File: config.mk
export PLATFORM = sky130hd
export DESIGN_NAME = floor_logic_top
export DESIGN_NICKNAME = d
export VERILOG_FILES = /design/src/source/elevator_pkg.sv /design/src/source/car_control.sv /design/src/source/floor_logic_top.sv /design/src/source/request_register.sv /design/src/source/target_selector.sv
export SDC_FILE = /design/constraint.sdc
export NUM_CORES = 1
export LEC_CHECK = 0
export BUFFER_PORTS_ARGS = -buffer_cell sky130_fd_sc_hd__buf_2
export CORE_ASPECT_RATIO = 0.9
export CORE_MARGIN = 3
export CORE_UTILIZATION = 52
export CTS_BUF_LIST = sky130_fd_sc_hd__clkbuf_8
export DETAILED_ROUTE_END_ITERATION = 6
export MAX_ROUTING_LAYER = met4
export PLACE_DENSITY = 0.89
export REMOVE_ABC_BUFFERS = 1
export SLEW_MARGIN = 20
export SYNTH_ARGS = -nofsm -noshare
export SYNTH_HDL_FRONTEND = slang
export SYNTH_HIERARCHICAL = 1
export SYNTH_SLANG_ARGS = --single-unit
File: constraint.sdc
create_clock -name clock -period 5.3 [get_ports clock]
set_input_delay 0.795 -clock clock [delete_from_list [all_inputs] [get_ports clock]]
set_output_delay 0.795 -clock clock [all_outputs]
set_load 0.005 [all_outputs]
File: src/source/elevator_pkg.sv
package elevator_pkg;

    //////////////////////////////
    // Building size
    //////////////////////////////

    // Served floors, floor 1 up to floor 11
    localparam int num_floors = 11;

    //////////////////////////////
    // Floor types
    //////////////////////////////

    // Floor code, code 0 is floor 1 and code 10 is floor 11
    typedef logic [3:0] floor_t;

    // One request bit per floor, bit i stands for floor code i
    typedef logic [num_floors-1:0] floor_mask_t;

    //////////////////////////////
    // Floor codes
    //////////////////////////////

    // Lowest and highest valid codes
    localparam floor_t floor_first = 4'd0;
    localparam floor_t floor_last  = 4'd10;

endpackage

File: src/source/car_control.sv
`timescale 1ns/10ps

module car_control
    import elevator_pkg::*;
(
    input  logic   clock,
    input  logic   reset_n,
    input  floor_t target_floor,
    input  floor_t current_floor_state,
    input  logic   power_switch,
    input  logic   emergency_btn,
    input  logic   elevator_moving,
    input  logic   door_open_btn,
    input  logic   door_close_btn,
    output logic   activate_elevator,
    output logic   direction_selector,
    output logic   door_open_allowed,
    output logic   door_close_allowed
);

    logic start_travel;
    logic doors_enabled;

    //////////////////////////////
    // Travel command
    //////////////////////////////

    // Only a stopped, powered car with somewhere to go is sent off
    assign start_travel = power_switch && !emergency_btn && !elevator_moving &&
                          (target_floor != current_floor_state);

    // Direction holds between trips and feeds the selector's scan order
    always_ff @(posedge clock or negedge reset_n) begin
        if (!reset_n) begin
            activate_elevator  <= 1'b0;
            direction_selector <= 1'b0;
        end else begin
            activate_elevator <= start_travel;
            if (start_travel) begin
                direction_selector <= (target_floor > current_floor_state);
            end
        end
    end

    //////////////////////////////
    // Door permission
    //////////////////////////////

    assign doors_enabled = !elevator_moving && power_switch;

    // Buttons pass through only while stopped and powered, else both drop low
    always_ff @(posedge clock or negedge reset_n) begin
        if (!reset_n) begin
            door_open_allowed  <= 1'b0;
            door_close_allowed <= 1'b0;
        end else begin
            door_open_allowed  <= doors_enabled && door_open_btn;
            door_close_allowed <= doors_enabled && door_close_btn;
        end
    end

endmodule

File: src/source/floor_logic_top.sv
`timescale 1ns/10ps

module floor_logic_top
    import elevator_pkg::*;
(
    input  logic        clock,
    input  logic        reset_n,
    input  floor_mask_t floor_call_buttons,
    input  floor_mask_t panel_buttons,
    input  logic        door_open_btn,
    input  logic        door_close_btn,
    input  logic        emergency_btn,
    input  logic        power_switch,
    input  floor_t      current_floor_state,
    input  logic        elevator_moving,
    output floor_mask_t call_button_lights,
    output floor_mask_t panel_button_lights,
    output floor_t      elevator_floor_selector,
    output logic        direction_selector,
    output logic        activate_elevator,
    output logic        door_open_allowed,
    output logic        door_close_allowed
);

    //////////////////////////////
    // Request stage
    //////////////////////////////

    // Hall call buttons
    request_register call_bank (
        .clock               (clock),
        .reset_n             (reset_n),
        .buttons             (floor_call_buttons),
        .power_switch        (power_switch),
        .emergency_btn       (emergency_btn),
        .elevator_moving     (elevator_moving),
        .current_floor_state (current_floor_state),
        .lights              (call_button_lights)
    );

    // Car panel buttons
    request_register panel_bank (
        .clock               (clock),
        .reset_n             (reset_n),
        .buttons             (panel_buttons),
        .power_switch        (power_switch),
        .emergency_btn       (emergency_btn),
        .elevator_moving     (elevator_moving),
        .current_floor_state (current_floor_state),
        .lights              (panel_button_lights)
    );

    //////////////////////////////
    // Target stage
    //////////////////////////////

    // Last travel direction comes back from the control stage
    target_selector selector (
        .clock               (clock),
        .reset_n             (reset_n),
        .call_lights         (call_button_lights),
        .panel_lights        (panel_button_lights),
        .current_floor_state (current_floor_state),
        .elevator_moving     (elevator_moving),
        .direction_selector  (direction_selector),
        .target_floor        (elevator_floor_selector)
    );

    //////////////////////////////
    // Control stage
    //////////////////////////////

    car_control control (
        .clock               (clock),
        .reset_n             (reset_n),
        .target_floor        (elevator_floor_selector),
        .current_floor_state (current_floor_state),
        .power_switch        (power_switch),
        .emergency_btn       (emergency_btn),
        .elevator_moving     (elevator_moving),
        .door_open_btn       (door_open_btn),
        .door_close_btn      (door_close_btn),
        .activate_elevator   (activate_elevator),
        .direction_selector  (direction_selector),
        .door_open_allowed   (door_open_allowed),
        .door_close_allowed  (door_close_allowed)
    );

endmodule

File: src/source/request_register.sv
`timescale 1ns/10ps

module request_register
    import elevator_pkg::*;
(
    input  logic        clock,
    input  logic        reset_n,
    input  floor_mask_t buttons,
    input  logic        power_switch,
    input  logic        emergency_btn,
    input  logic        elevator_moving,
    input  floor_t      current_floor_state,
    output floor_mask_t lights
);

    floor_mask_t at_floor;
    floor_mask_t set_mask;
    floor_mask_t clear_mask;
    logic        accept_press;
    logic        standing;

    //////////////////////////////
    // Floor decode
    //////////////////////////////

    // One-hot mask of the floor the car is at
    always_comb begin
        for (int i = 0; i < num_floors; i++) begin
            at_floor[i] = (current_floor_state == floor_t'(i));
        end
    end

    //////////////////////////////
    // Set and clear rules
    //////////////////////////////

    assign accept_press = power_switch && !emergency_btn;
    assign standing     = power_switch && !elevator_moving;

    // A press at the standing floor never lights, so set and clear stay disjoint
    assign set_mask   = accept_press ? (buttons & ~at_floor) : '0;
    assign clear_mask = standing ? at_floor : '0;

    // All pressed buttons latch together, other lights keep their value
    always_ff @(posedge clock or negedge reset_n) begin
        if (!reset_n) begin
            lights <= '0;
        end else begin
            lights <= (lights & ~clear_mask) | set_mask;
        end
    end

endmodule

File: src/source/target_selector.sv
`timescale 1ns/10ps

module target_selector
    import elevator_pkg::*;
(
    input  logic        clock,
    input  logic        reset_n,
    input  floor_mask_t call_lights,
    input  floor_mask_t panel_lights,
    input  floor_t      current_floor_state,
    input  logic        elevator_moving,
    input  logic        direction_selector,
    output floor_t      target_floor
);

    floor_mask_t pending;
    floor_t      nearest_above;
    floor_t      nearest_below;
    logic        found_above;
    logic        found_below;
    floor_t      next_target;
    logic        car_ready;

    // Hall calls and car calls are served alike
    assign pending = call_lights | panel_lights;

    //////////////////////////////
    // Scan above the car
    //////////////////////////////

    // Walk downward so the lowest pending floor above the car wins
    always_comb begin
        nearest_above = current_floor_state;
        found_above   = 1'b0;
        for (int i = floor_last; i >= int'(floor_first); i--) begin
            if (pending[i] && (floor_t'(i) > current_floor_state)) begin
                nearest_above = floor_t'(i);
                found_above   = 1'b1;
            end
        end
    end

    //////////////////////////////
    // Scan below the car
    //////////////////////////////

    // Walk upward so the highest pending floor below the car wins
    always_comb begin
        nearest_below = current_floor_state;
        found_below   = 1'b0;
        for (int i = floor_first; i <= floor_last; i++) begin
            if (pending[i] && (floor_t'(i) < current_floor_state)) begin
                nearest_below = floor_t'(i);
                found_below   = 1'b1;
            end
        end
    end

    //////////////////////////////
    // Direction ordering
    //////////////////////////////

    // Keep going the way the car last travelled, then turn around
    always_comb begin
        next_target = current_floor_state;
        if (direction_selector) begin
            if (found_above) begin
                next_target = nearest_above;
            end else if (found_below) begin
                next_target = nearest_below;
            end
        end else begin
            if (found_below) begin
                next_target = nearest_below;
            end else if (found_above) begin
                next_target = nearest_above;
            end
        end
    end

    // Car is idle or has reached the previous target
    assign car_ready = !elevator_moving && (target_floor == current_floor_state);

    always_ff @(posedge clock or negedge reset_n) begin
        if (!reset_n) begin
            target_floor <= floor_first;
        end else if (car_ready) begin
            target_floor <= next_target;
        end
    end

endmodule

==> results.json, run 1 <==
{
  "synth_area_sq_um": 2360,
  "muxShareOfSynthArea_pct": 0,
  "avgSynthCellArea_sq_um": 8.66,
  "clk_latency_ns": 0.28,
  "status": "finished, final reports clean",
  "drive_gt1_share_pct": 27.5,
  "numCtsBuffers": 5,
  "rows": 22,
  "power.density_nw_per_um2": 313,
  "synth-xor-area-share_pct": 1.49,
  "required_ns": 5.47,
  "die_height_um": 69.9,
  "grt_usage_pct": 25.6,
  "r2r_start": "panel_bank/lights[2]",
  "p_total_uw": 870,
  "path_buf_inv": 1,
  "cts_max_path_buffers": 2,
  "critical_path.top_delay_family": "simple AND/OR/NAND/NOR gates",
  "cts_resized": 0,
  "dieArea_sq_um": 5380,
  "synth_top_family_by_area": "compound AO/OA/AOI/OAI gates",
  "hold_viol": 0,
  "multiInputGateArea_sq_um": 1480,
  "syn2layout_area_growth_pct": 18.2,
  "wl_um": 6760,
  "synth_cells": 272,
  "rr_worst_depth": 6,
  "core_sq_um": 4210,
  "setup.worst_path.class": "primary input to flop",
  "ff_latch_area_sq_um": 751,
  "critPathMaxFanout": 43,
  "via_count": 2542,
  "place_congestion": 0.924,
  "rrSetupSlack_ns": 3.01,
  "ys_ff_latch": 30,
  "fmax_ghz": 0.362,
  "initial_core_util_pct": 55.9,
  "dieWidth_um": 77.0,
  "slowest_delay_ns": 0.49,
  "diodes": 0,
  "cts.clk_slew.worst_paths_ns": 0.07,
  "synth-main-ff-cell": "dfrtp_1",
  "postRouteAntennaNets": 0,
  "dp_hpwl_um": 4650,
  "fin_util_pct": 66.1,
  "crit_cells": 7,
  "synth_compound_area_share_pct": 30.2,
  "worst_setup_path_end_kind": "flop",
  "ir_drop_mv": 0.194,
  "arrival_ns": 2.93,
  "htreeDepth": 2,
  "period_minus_slack_ns": 2.76,
  "grt_pass1_wl_um": 11000,
  "synth-async-reset-ratio_pct": 100,
  "grt_setup_unrepaired": "false",
  "yosysUniqueCellTypes": 62,
  "pin_count": 63,
  "drv_slew": 0,
  "yosysSeqAreaShare_pct": 31.9,
  "period_share_pct": 52.1,
  "worst_slew_pin_slew_ns": 0.864,
  "clockRootBuffer": "clkbuf_8",
  "grt_pass1_vias": 2349,
  "r2r_end": "selector/target_floor[3]",
  "dp_cells": 376,
  "cts_setup_buffers": 0,
  "antenna_found_initial": 0,
  "cap_violations": 0,
  "nFillCells": 343,
  "wl_per_cell_um": 17.6,
  "instances_no_fill": 384,
  "drt_first_pass_iters": 5,
  "crit_end": "selector/target_floor[2]",
  "power.leakage_uw": 0.00108,
  "crit_slowest_cell": "buf_2",
  "nNetsFinal": 360,
  "critical_path.startpoint": "current_floor_state[3]",
  "hp-class": "flop to flop",
  "vias_per_cell": 6.62,
  "synth-simple-area-share_pct": 28.8,
  "finalClockSkew_ns": 0.00626,
  "path_cells": "buf_2 > nor2_1 > a22oi_1 > nor3b_2 > nand2_1 > or3_1 > o221a_2",
  "grt_max_degree": 47,
  "cts_tree": "built",
  "port_buffers": 62,
  "yosysWarnings": 6,
  "synth_edf_count": 0,
  "synthAdderAreaFrac_pct": 2.12,
  "cts_num_sinks": 30,
  "relSlewSlack_pct": 42.3,
  "drc": 0,
  "finalSetupViolCount": 0,
  "grt_overflow": 0,
  "final.setup.tns_ns": 0,
  "cts_hold_buf": 0,
  "drtIter0Drc": 269,
  "critPathLaunchType": "primary input"
}
[cells in the mapped netlist (3+ instances only)]
cell	count	share of area, %
dfrtp_1	30	32
a31oi_1	24	6.4
a21oi_1	21	4.5
nor2_1	21	3.3
nand2_1	18	2.9
o21ai_0	16	3.4
buf_2	9	1.9
inv_1	8	1.3
nor2b_1	8	2.1
a32o_1	6	2.5
nand4bb_1	6	2.9
nor3_1	6	1.3
or4b_1	6	2.5
a22oi_1	4	1.3
and4bb_2	4	2.1
clkbuf_1	4	0.64
ha_1	4	2.1
nand3_1	4	0.85
o211ai_1	4	1.3
o31ai_1	4	1.3
a21o_1	3	0.96
or4_1	3	0.96
xnor2_1	3	1.1
[layout make-up]
type	instances	share of cell area, %
Clock buffer	6	2.97
Clock inverter	2	2.16
Inverter	8	1.08
Multi-Input combinational cell	216	53.0
Sequential cell	30	27.0
Tap cell	60	2.70
Timing Repair Buffer	62	11.1
[cells by family after synthesis]
logic type,Yosys count
buffers and inverters,26
flip-flops,30
AND/OR/NAND/NOR,103
XOR/XNOR,4
AO/OA/AOI/OAI,105
adder cells (fa/ha/maj),4
[cells in the final DEF, fill, tap and decap left out, drive strengths merged, types with 3 or more instances in the layout]
cell type	n
nor3	6
nand3	4
nor2	21
nor3b	3
inv	8
o31ai	4
or4	3
nand4bb	6
dfrtp	30
o21ai	16
a32o	7
a31oi	25
clkbuf	6
a21oi	21
ha	4
nand2	18
xnor2	3
buf	62
a22oi	4
nor2b	8
nor4	3
a21o	4
and4bb	4
or4b	6
o211ai	4
[sequential cells by signal (all words and copies together) (netlist names)]
register	count
call_bank/lights	11
panel_bank/lights	11
selector/target_floor	4
control/activate_elevator	1
control/direction_selector	1
control/door_close_allowed	1
control/door_open_allowed	1
[worst min path at each step]
stage | start | to | slack (ns) | cells past startpoint
final | panel_bank/lights[10] | panel_bank/lights[10] | 0.53 | 1
after global routing | call_bank/lights[10] | call_bank/lights[10] | 0.58 | 1
after CTS | panel_bank/lights[10] | panel_bank/lights[10] | 0.53 | 1
after detailed placement | panel_bank/lights[10] | panel_bank/lights[10] | 0.52 | 1
after global placement | panel_bank/lights[10] | panel_bank/lights[10] | 0.51 | 1
after floorplan | reset_n | call_bank/lights[0] | 0.50 | 0
[metal layers]
layer	share of wire, %	routed length [um]	GRT usage (%)	vias to the layer above
li1	-	-	-	1164
met1	42	2850	33.3	1209
met2	47	3200	39.1	153
met3	9.0	611	7.47	16
met4	1.4	97	7.24	0
met5	0	0	-	-
[power by group]
| part | internal (uW) | leakage (uW) | total (uW) | switching, uW |
|---|---|---|---|---|
| registers | 268 | 0.000309 | 326 | 58.3 |
| logic | 122 | 0.000701 | 255 | 134 |
| clock network | 200 | 0.0000714 | 289 | 88.5 |
[per-stage QoR]
| stage | instance area [sq um] | hold WS, ns | setup slack, ns |
|---|---|---|---|
| CTS | 2780 | 0.535 | 2.60 |
| floorplan | 2260 | 0.499 | 2.99 |
| global route | 2780 | 0.583 | 2.38 |
| detailed placement | 2640 | 0.519 | 2.32 |
| finish | 2780 | 0.532 | 2.54 |
| global placement | 2640 | 0.511 | 2.38 |
Power figures use the tool's default switching activity.
==> run 2, diff against run 1 <==
--- a/config.mk
+++ b/config.mk
@@ -8,7 +8,7 @@
 export BUFFER_PORTS_ARGS = -buffer_cell sky130_fd_sc_hd__buf_2
 export CORE_ASPECT_RATIO = 0.9
 export CORE_MARGIN = 3
-export CORE_UTILIZATION = 52
+export CORE_UTILIZATION = 50
 export CTS_BUF_LIST = sky130_fd_sc_hd__clkbuf_8
 export DETAILED_ROUTE_END_ITERATION = 6
 export MAX_ROUTING_LAYER = met4
==> constraint.sdc (replaced) <==
create_clock -name clock -period 2.38 [get_ports clock]
set_input_delay 0.357 -clock clock [delete_from_list [all_inputs] [get_ports clock]]
set_output_delay 0.357 -clock clock [all_outputs]
set_load 0.005 [all_outputs]
==> results.json, run 2 (synthesis gave the netlist of run 1 again) <==
{
  "status": "finished, final reports clean",
  "diodes": 0,
  "drive_gt1_share_pct": 30.8,
  "power.leakage_uw": 0.00113,
  "p_int_uw": 1080,
  "final.setup.tns_ns": 0,
  "layout_setup_ws_ns": 0.207,
  "period_share_pct": 91.3,
  "cts_hold_buf": 0,
  "grt_pass1_vias": 2379,
  "seqPwrFrac_pct": 41.9,
  "core_sq_um": 4490,
  "reg_top3": "call_bank/lights: 11 flops, panel_bank/lights: 11 flops, selector/target_floor: 4 flops",
  "cts_max_path_buffers": 2,
  "layout_commonest_cell": "buf_2",
  "numCtsBuffers": 5,
  "nNetsFinal": 375,
  "dieArea_sq_um": 5570,
  "critPathMaxFanout": 5,
  "cap_violations": 0,
  "pwr-share-clk_pct": 23.3,
  "sw_frac_of_total_pct": 36.6,
  "relSlewSlack_pct": 40.6,
  "cts_num_sinks": 30,
  "required_ns": 2.56,
  "syn2layout_area_growth_pct": 20.6,
  "ir_drop_mv": 0.397,
  "arrival_ns": 2.35,
  "pwr-share-comb_pct": 34.8,
  "place_congestion": 0.974,
  "drv_slew": 0,
  "cts.clk_slew.worst_paths_ns": 0.07,
  "antenna_found_initial": 0,
  "clk_latency_ns": 0.29,
  "drc": 0,
  "grt_setup_unrepaired": "false",
  "wl_um": 7030,
  "drtIter0Drc": 285,
  "finalClockSkew_ns": 0.00846,
  "vias_per_cell": 6.52,
  "period_minus_slack_ns": 2.17,
  "drt_first_pass_iters": 6,
  "worst_slew_pin_slew_ns": 0.879,
  "grt_pass1_wl_um": 11600,
  "critPathLaunchType": "flop",
  "dp_hpwl_um": 5200,
  "nFillCells": 398,
  "fmax_ghz": 0.460,
  "hp-class": "primary input to asynchronous set/reset pin",
  "grt_usage_pct": 26.9,
  "pin_count": 63,
  "rows": 23,
  "grt_max_degree": 31,
  "postRouteAntennaNets": 0,
  "worst_setup_path_end_kind": "flop",
  "power.density_nw_per_um2": 600,
  "die_height_um": 71.1,
  "hold_viol": 0,
  "cts_tree": "built",
  "grt_overflow": 0,
  "port_buffers": 62,
  "clockRootBuffer": "clkbuf_8",
  "place_ws_ns": 0.180,
  "setup.worst_path.class": "flop to flop",
  "initial_core_util_pct": 52.5,
  "final_cell_mix": "buf_2 (62), dfrtp_1 (30), a31oi_1 (24)",
  "htreeDepth": 2,
  "wl_per_cell_um": 17.6,
  "switchingPower_uw": 624,
  "finalSetupViolCount": 0,
  "via_count": 2607,
  "dieWidth_um": 78.4
}
[run 2: final timing paths]
check,startpoint,to,slack [ns],depth (start not counted)
hold / removal,reset_n,call_bank/lights[10],0.11,1
min in group clock,panel_buttons[8],panel_bank/lights[8],0.31,2
setup / recovery,panel_bank/lights[4],selector/target_floor[2],0.21,6
setup reg to reg,panel_bank/lights[4],selector/target_floor[2],0.21,6
hold reg to reg,call_bank/lights[10],call_bank/lights[10],0.52,1
max in group asynchronous,reset_n,selector/target_floor[2],1.82,1
[run 2: per-stage QoR]
stage	instance area, sq um	util [%]	total power [uW]	cells	hold WS [ns]
2_1_floorplan	2260	-	1040	254	0.0614
3_3_place_gp	2760	61.4	1290	393	0.447
3_5_place_dp	2760	61.4	1310	393	0.447
4_1_cts	2840	63.2	1700	400	0.144
5_1_grt	2840	63.3	1820	400	0.166
6_report	2840	63.3	1710	400	0.111
[run 2: area by class of cell]
type                    instances  area (sq um)  area share (%)
repair buffers                 77           423            14.9
multi-input cells             216          1480            52.1
inverters                       8          30.0            1.06
flip-flops and latches         30           751            26.4
clock buffers                   5          68.8            2.42
clock inverters                 2          10.0           0.352
well taps                      62          77.6            2.73
[run 2: layer usage]
| metal | GRT usage (%) | up-vias | routed length [um] |
|---|---|---|---|
| met1 | 36.6 | 1229 | 3010 |
| met3 | 5.47 | 13 | 753 |
| met5 | - | - | 0 |
| met2 | 41.4 | 167 | 3150 |
| met4 | 6.60 | 0 | 121 |
| li1 | - | 1198 | - |
[run 2: worst max-delay path, stage by stage (launching register included)]
cell and delay, ns:
dfrtp_1 0.39, or4_1 0.52, a32o_2 0.27, nor4_4 0.37
nand2b_1 0.08, or3_1 0.30, o221a_2 0.12
[run 2: power groups by stage]
stage,sequential (uW),clock (uW),combinational [uW]
after CTS,712,397,591
after global routing,733,429,661
after detailed placement,722,0,588
after global placement,717,0,577
after floorplan,707,0,329
final,715,398,593
[run 2: timing repair]
action	CTS	global route
setup buffers	0	0
resized for setup	0	1
endpoints found under the hold margin	0	0
endpoints found under the setup margin	0	1
==> run 3, diff against run 2 <==
--- a/config.mk
+++ b/config.mk
@@ -8,7 +8,7 @@
 export BUFFER_PORTS_ARGS = -buffer_cell sky130_fd_sc_hd__buf_2
 export CORE_ASPECT_RATIO = 0.9
 export CORE_MARGIN = 3
-export CORE_UTILIZATION = 50
+export CORE_UTILIZATION = 52
 export CTS_BUF_LIST = sky130_fd_sc_hd__clkbuf_8
 export DETAILED_ROUTE_END_ITERATION = 6
 export MAX_ROUTING_LAYER = met4
==> constraint.sdc (replaced) <==
create_clock -name clock -period 2.28 [get_ports clock]
set_input_delay 0.342 -clock clock [delete_from_list [all_inputs] [get_ports clock]]
set_output_delay 0.342 -clock clock [all_outputs]
set_load 0.005 [all_outputs]
==> results.json, run 3 (synthesis gave the netlist of run 1 again) <==
{
  "holdWs_ns": 0.0764,
  "status": "finished, final reports clean",
  "r2r_start": "panel_bank/lights[1]",
  "cts_num_sinks": 30,
  "grt_usage_pct": 28.4,
  "vias_per_cell": 6.67,
  "grt_setup_unrepaired": "false",
  "cts.clk_slew.worst_paths_ns": 0.07,
  "wl_um": 7510,
  "period_share_pct": 93.3,
  "die_height_um": 69.9,
  "hp-class": "primary input to asynchronous set/reset pin",
  "diodes": 0,
  "postRouteAntennaNets": 0,
  "finalClockSkew_ns": 0.00629,
  "critPathLaunchType": "flop",
  "antenna_found_initial": 0,
  "dieArea_sq_um": 5380,
  "rr_worst_depth": 6,
  "cts_tree": "built",
  "place_congestion": 0.896,
  "reg_top3": "call_bank/lights: 11 flops, panel_bank/lights: 11 flops, selector/target_floor: 4 flops",
  "rrSetupSlack_ns": 0.15,
  "relSlewSlack_pct": 51.5,
  "grt_pass1_vias": 2485,
  "grt_pass1_wl_um": 11900,
  "wl_per_cell_um": 18.5,
  "hold_viol": 0,
  "port_buffers": 62,
  "fin_util_pct": 70.2,
  "drtIter0Drc": 301,
  "drc": 0,
  "via_count": 2702,
  "clockRootBuffer": "clkbuf_8",
  "final.setup.tns_ns": 0,
  "ir_drop_mv": 0.514,
  "htreeDepth": 2,
  "nNetsFinal": 381,
  "dp_hpwl_um": 5310,
  "final_cell_mix": "buf_2 (62), dfrtp_1 (30), a31oi_1 (24)",
  "grt_overflow": 0,
  "cts_max_path_buffers": 2,
  "power.leakage_uw": 0.00119,
  "initial_core_util_pct": 55.9,
  "drt_first_pass_iters": 6,
  "core_sq_um": 4210,
  "period_minus_slack_ns": 2.13,
  "dieWidth_um": 77.0,
  "fmax_ghz": 0.470,
  "critPathMaxFanout": 5,
  "r2r_end": "selector/target_floor[2]",
  "worst_setup_path_end_kind": "flop",
  "cts_setup_buffers": 0,
  "pin_count": 63,
  "numCtsBuffers": 5,
  "grt_max_degree": 31,
  "rows": 22,
  "cap_violations": 0,
  "setup.worst_path.class": "flop to flop",
  "drive_gt1_share_pct": 32.2,
  "power.density_nw_per_um2": 712,
  "syn2layout_area_growth_pct": 25.5,
  "layout_commonest_cell": "buf_2",
  "required_ns": 2.46,
  "arrival_ns": 2.31,
  "finalSetupViolCount": 0,
  "clk_latency_ns": 0.29,
  "worst_slew_pin_slew_ns": 0.718,
  "drv_slew": 0
}
[run 3: layout make-up]
cell class | count | area, sq um
Tap cell | 60 | 75.1
Inverter | 8 | 30.0
Timing Repair Buffer | 83 | 468
Clock inverter | 2 | 60.1
Sequential cell | 30 | 751
Fill cell | 330 | 1250
Clock buffer | 6 | 82.6
Multi-Input combinational cell | 216 | 1490
[run 3: how the worst max path moves through the flow]
stage | from | end | slack [ns] | cells past startpoint
2_1_floorplan | panel_bank/lights[4] | selector/target_floor[2] | 0.20 | 6
3_3_place_gp | panel_bank/lights[4] | selector/target_floor[2] | 0.15 | 6
3_5_place_dp | panel_bank/lights[1] | selector/target_floor[2] | 0.06 | 6
4_1_cts | panel_bank/lights[1] | selector/target_floor[2] | 0.05 | 6
5_1_grt | panel_bank/lights[1] | selector/target_floor[2] | 0.07 | 6
6_report | panel_bank/lights[1] | selector/target_floor[2] | 0.15 | 6
[run 3: where the power goes]
group,switching [uW],total (uW),internal (uW)
sequential,127,749,622
combinational,346,663,317
clock,226,693,466
[run 3: stage by stage]
stage	instances	setup slack [ns]	cell area (sq um)	total power [uW]
2_1_floorplan	254	0.204	2260	1080
3_3_place_gp	397	0.153	2800	1380
3_5_place_dp	397	0.0575	2800	1400
4_1_cts	405	0.0498	2940	2090
5_1_grt	405	0.0730	2960	2210
6_report	405	0.153	2960	2100
[run 3: critical path: stages, from the launching register on]
cell and delay (ns):
dfrtp_1 0.46, nor4_4 0.39, o21ai_0 0.24, nor4_4 0.40, nand2b_1 0.10, or3_1 0.31, o221a_2 0.12
[run 3: repair_timing]
item                       CTS  global route
resized for setup            0             2
hold buffers                 0             0
setup endpoints to repair    0             3
[run 3: metal layers]
| metal | track usage, % | wire length (um) | up-vias |
|---|---|---|---|
| met5 | - | 0 | - |
| met2 | 45.1 | 3570 | 199 |
| met1 | 35.9 | 2980 | 1267 |
| met4 | 10.3 | 146 | 0 |
| met3 | 5.80 | 803 | 30 |
| li1 | - | - | 1206 |
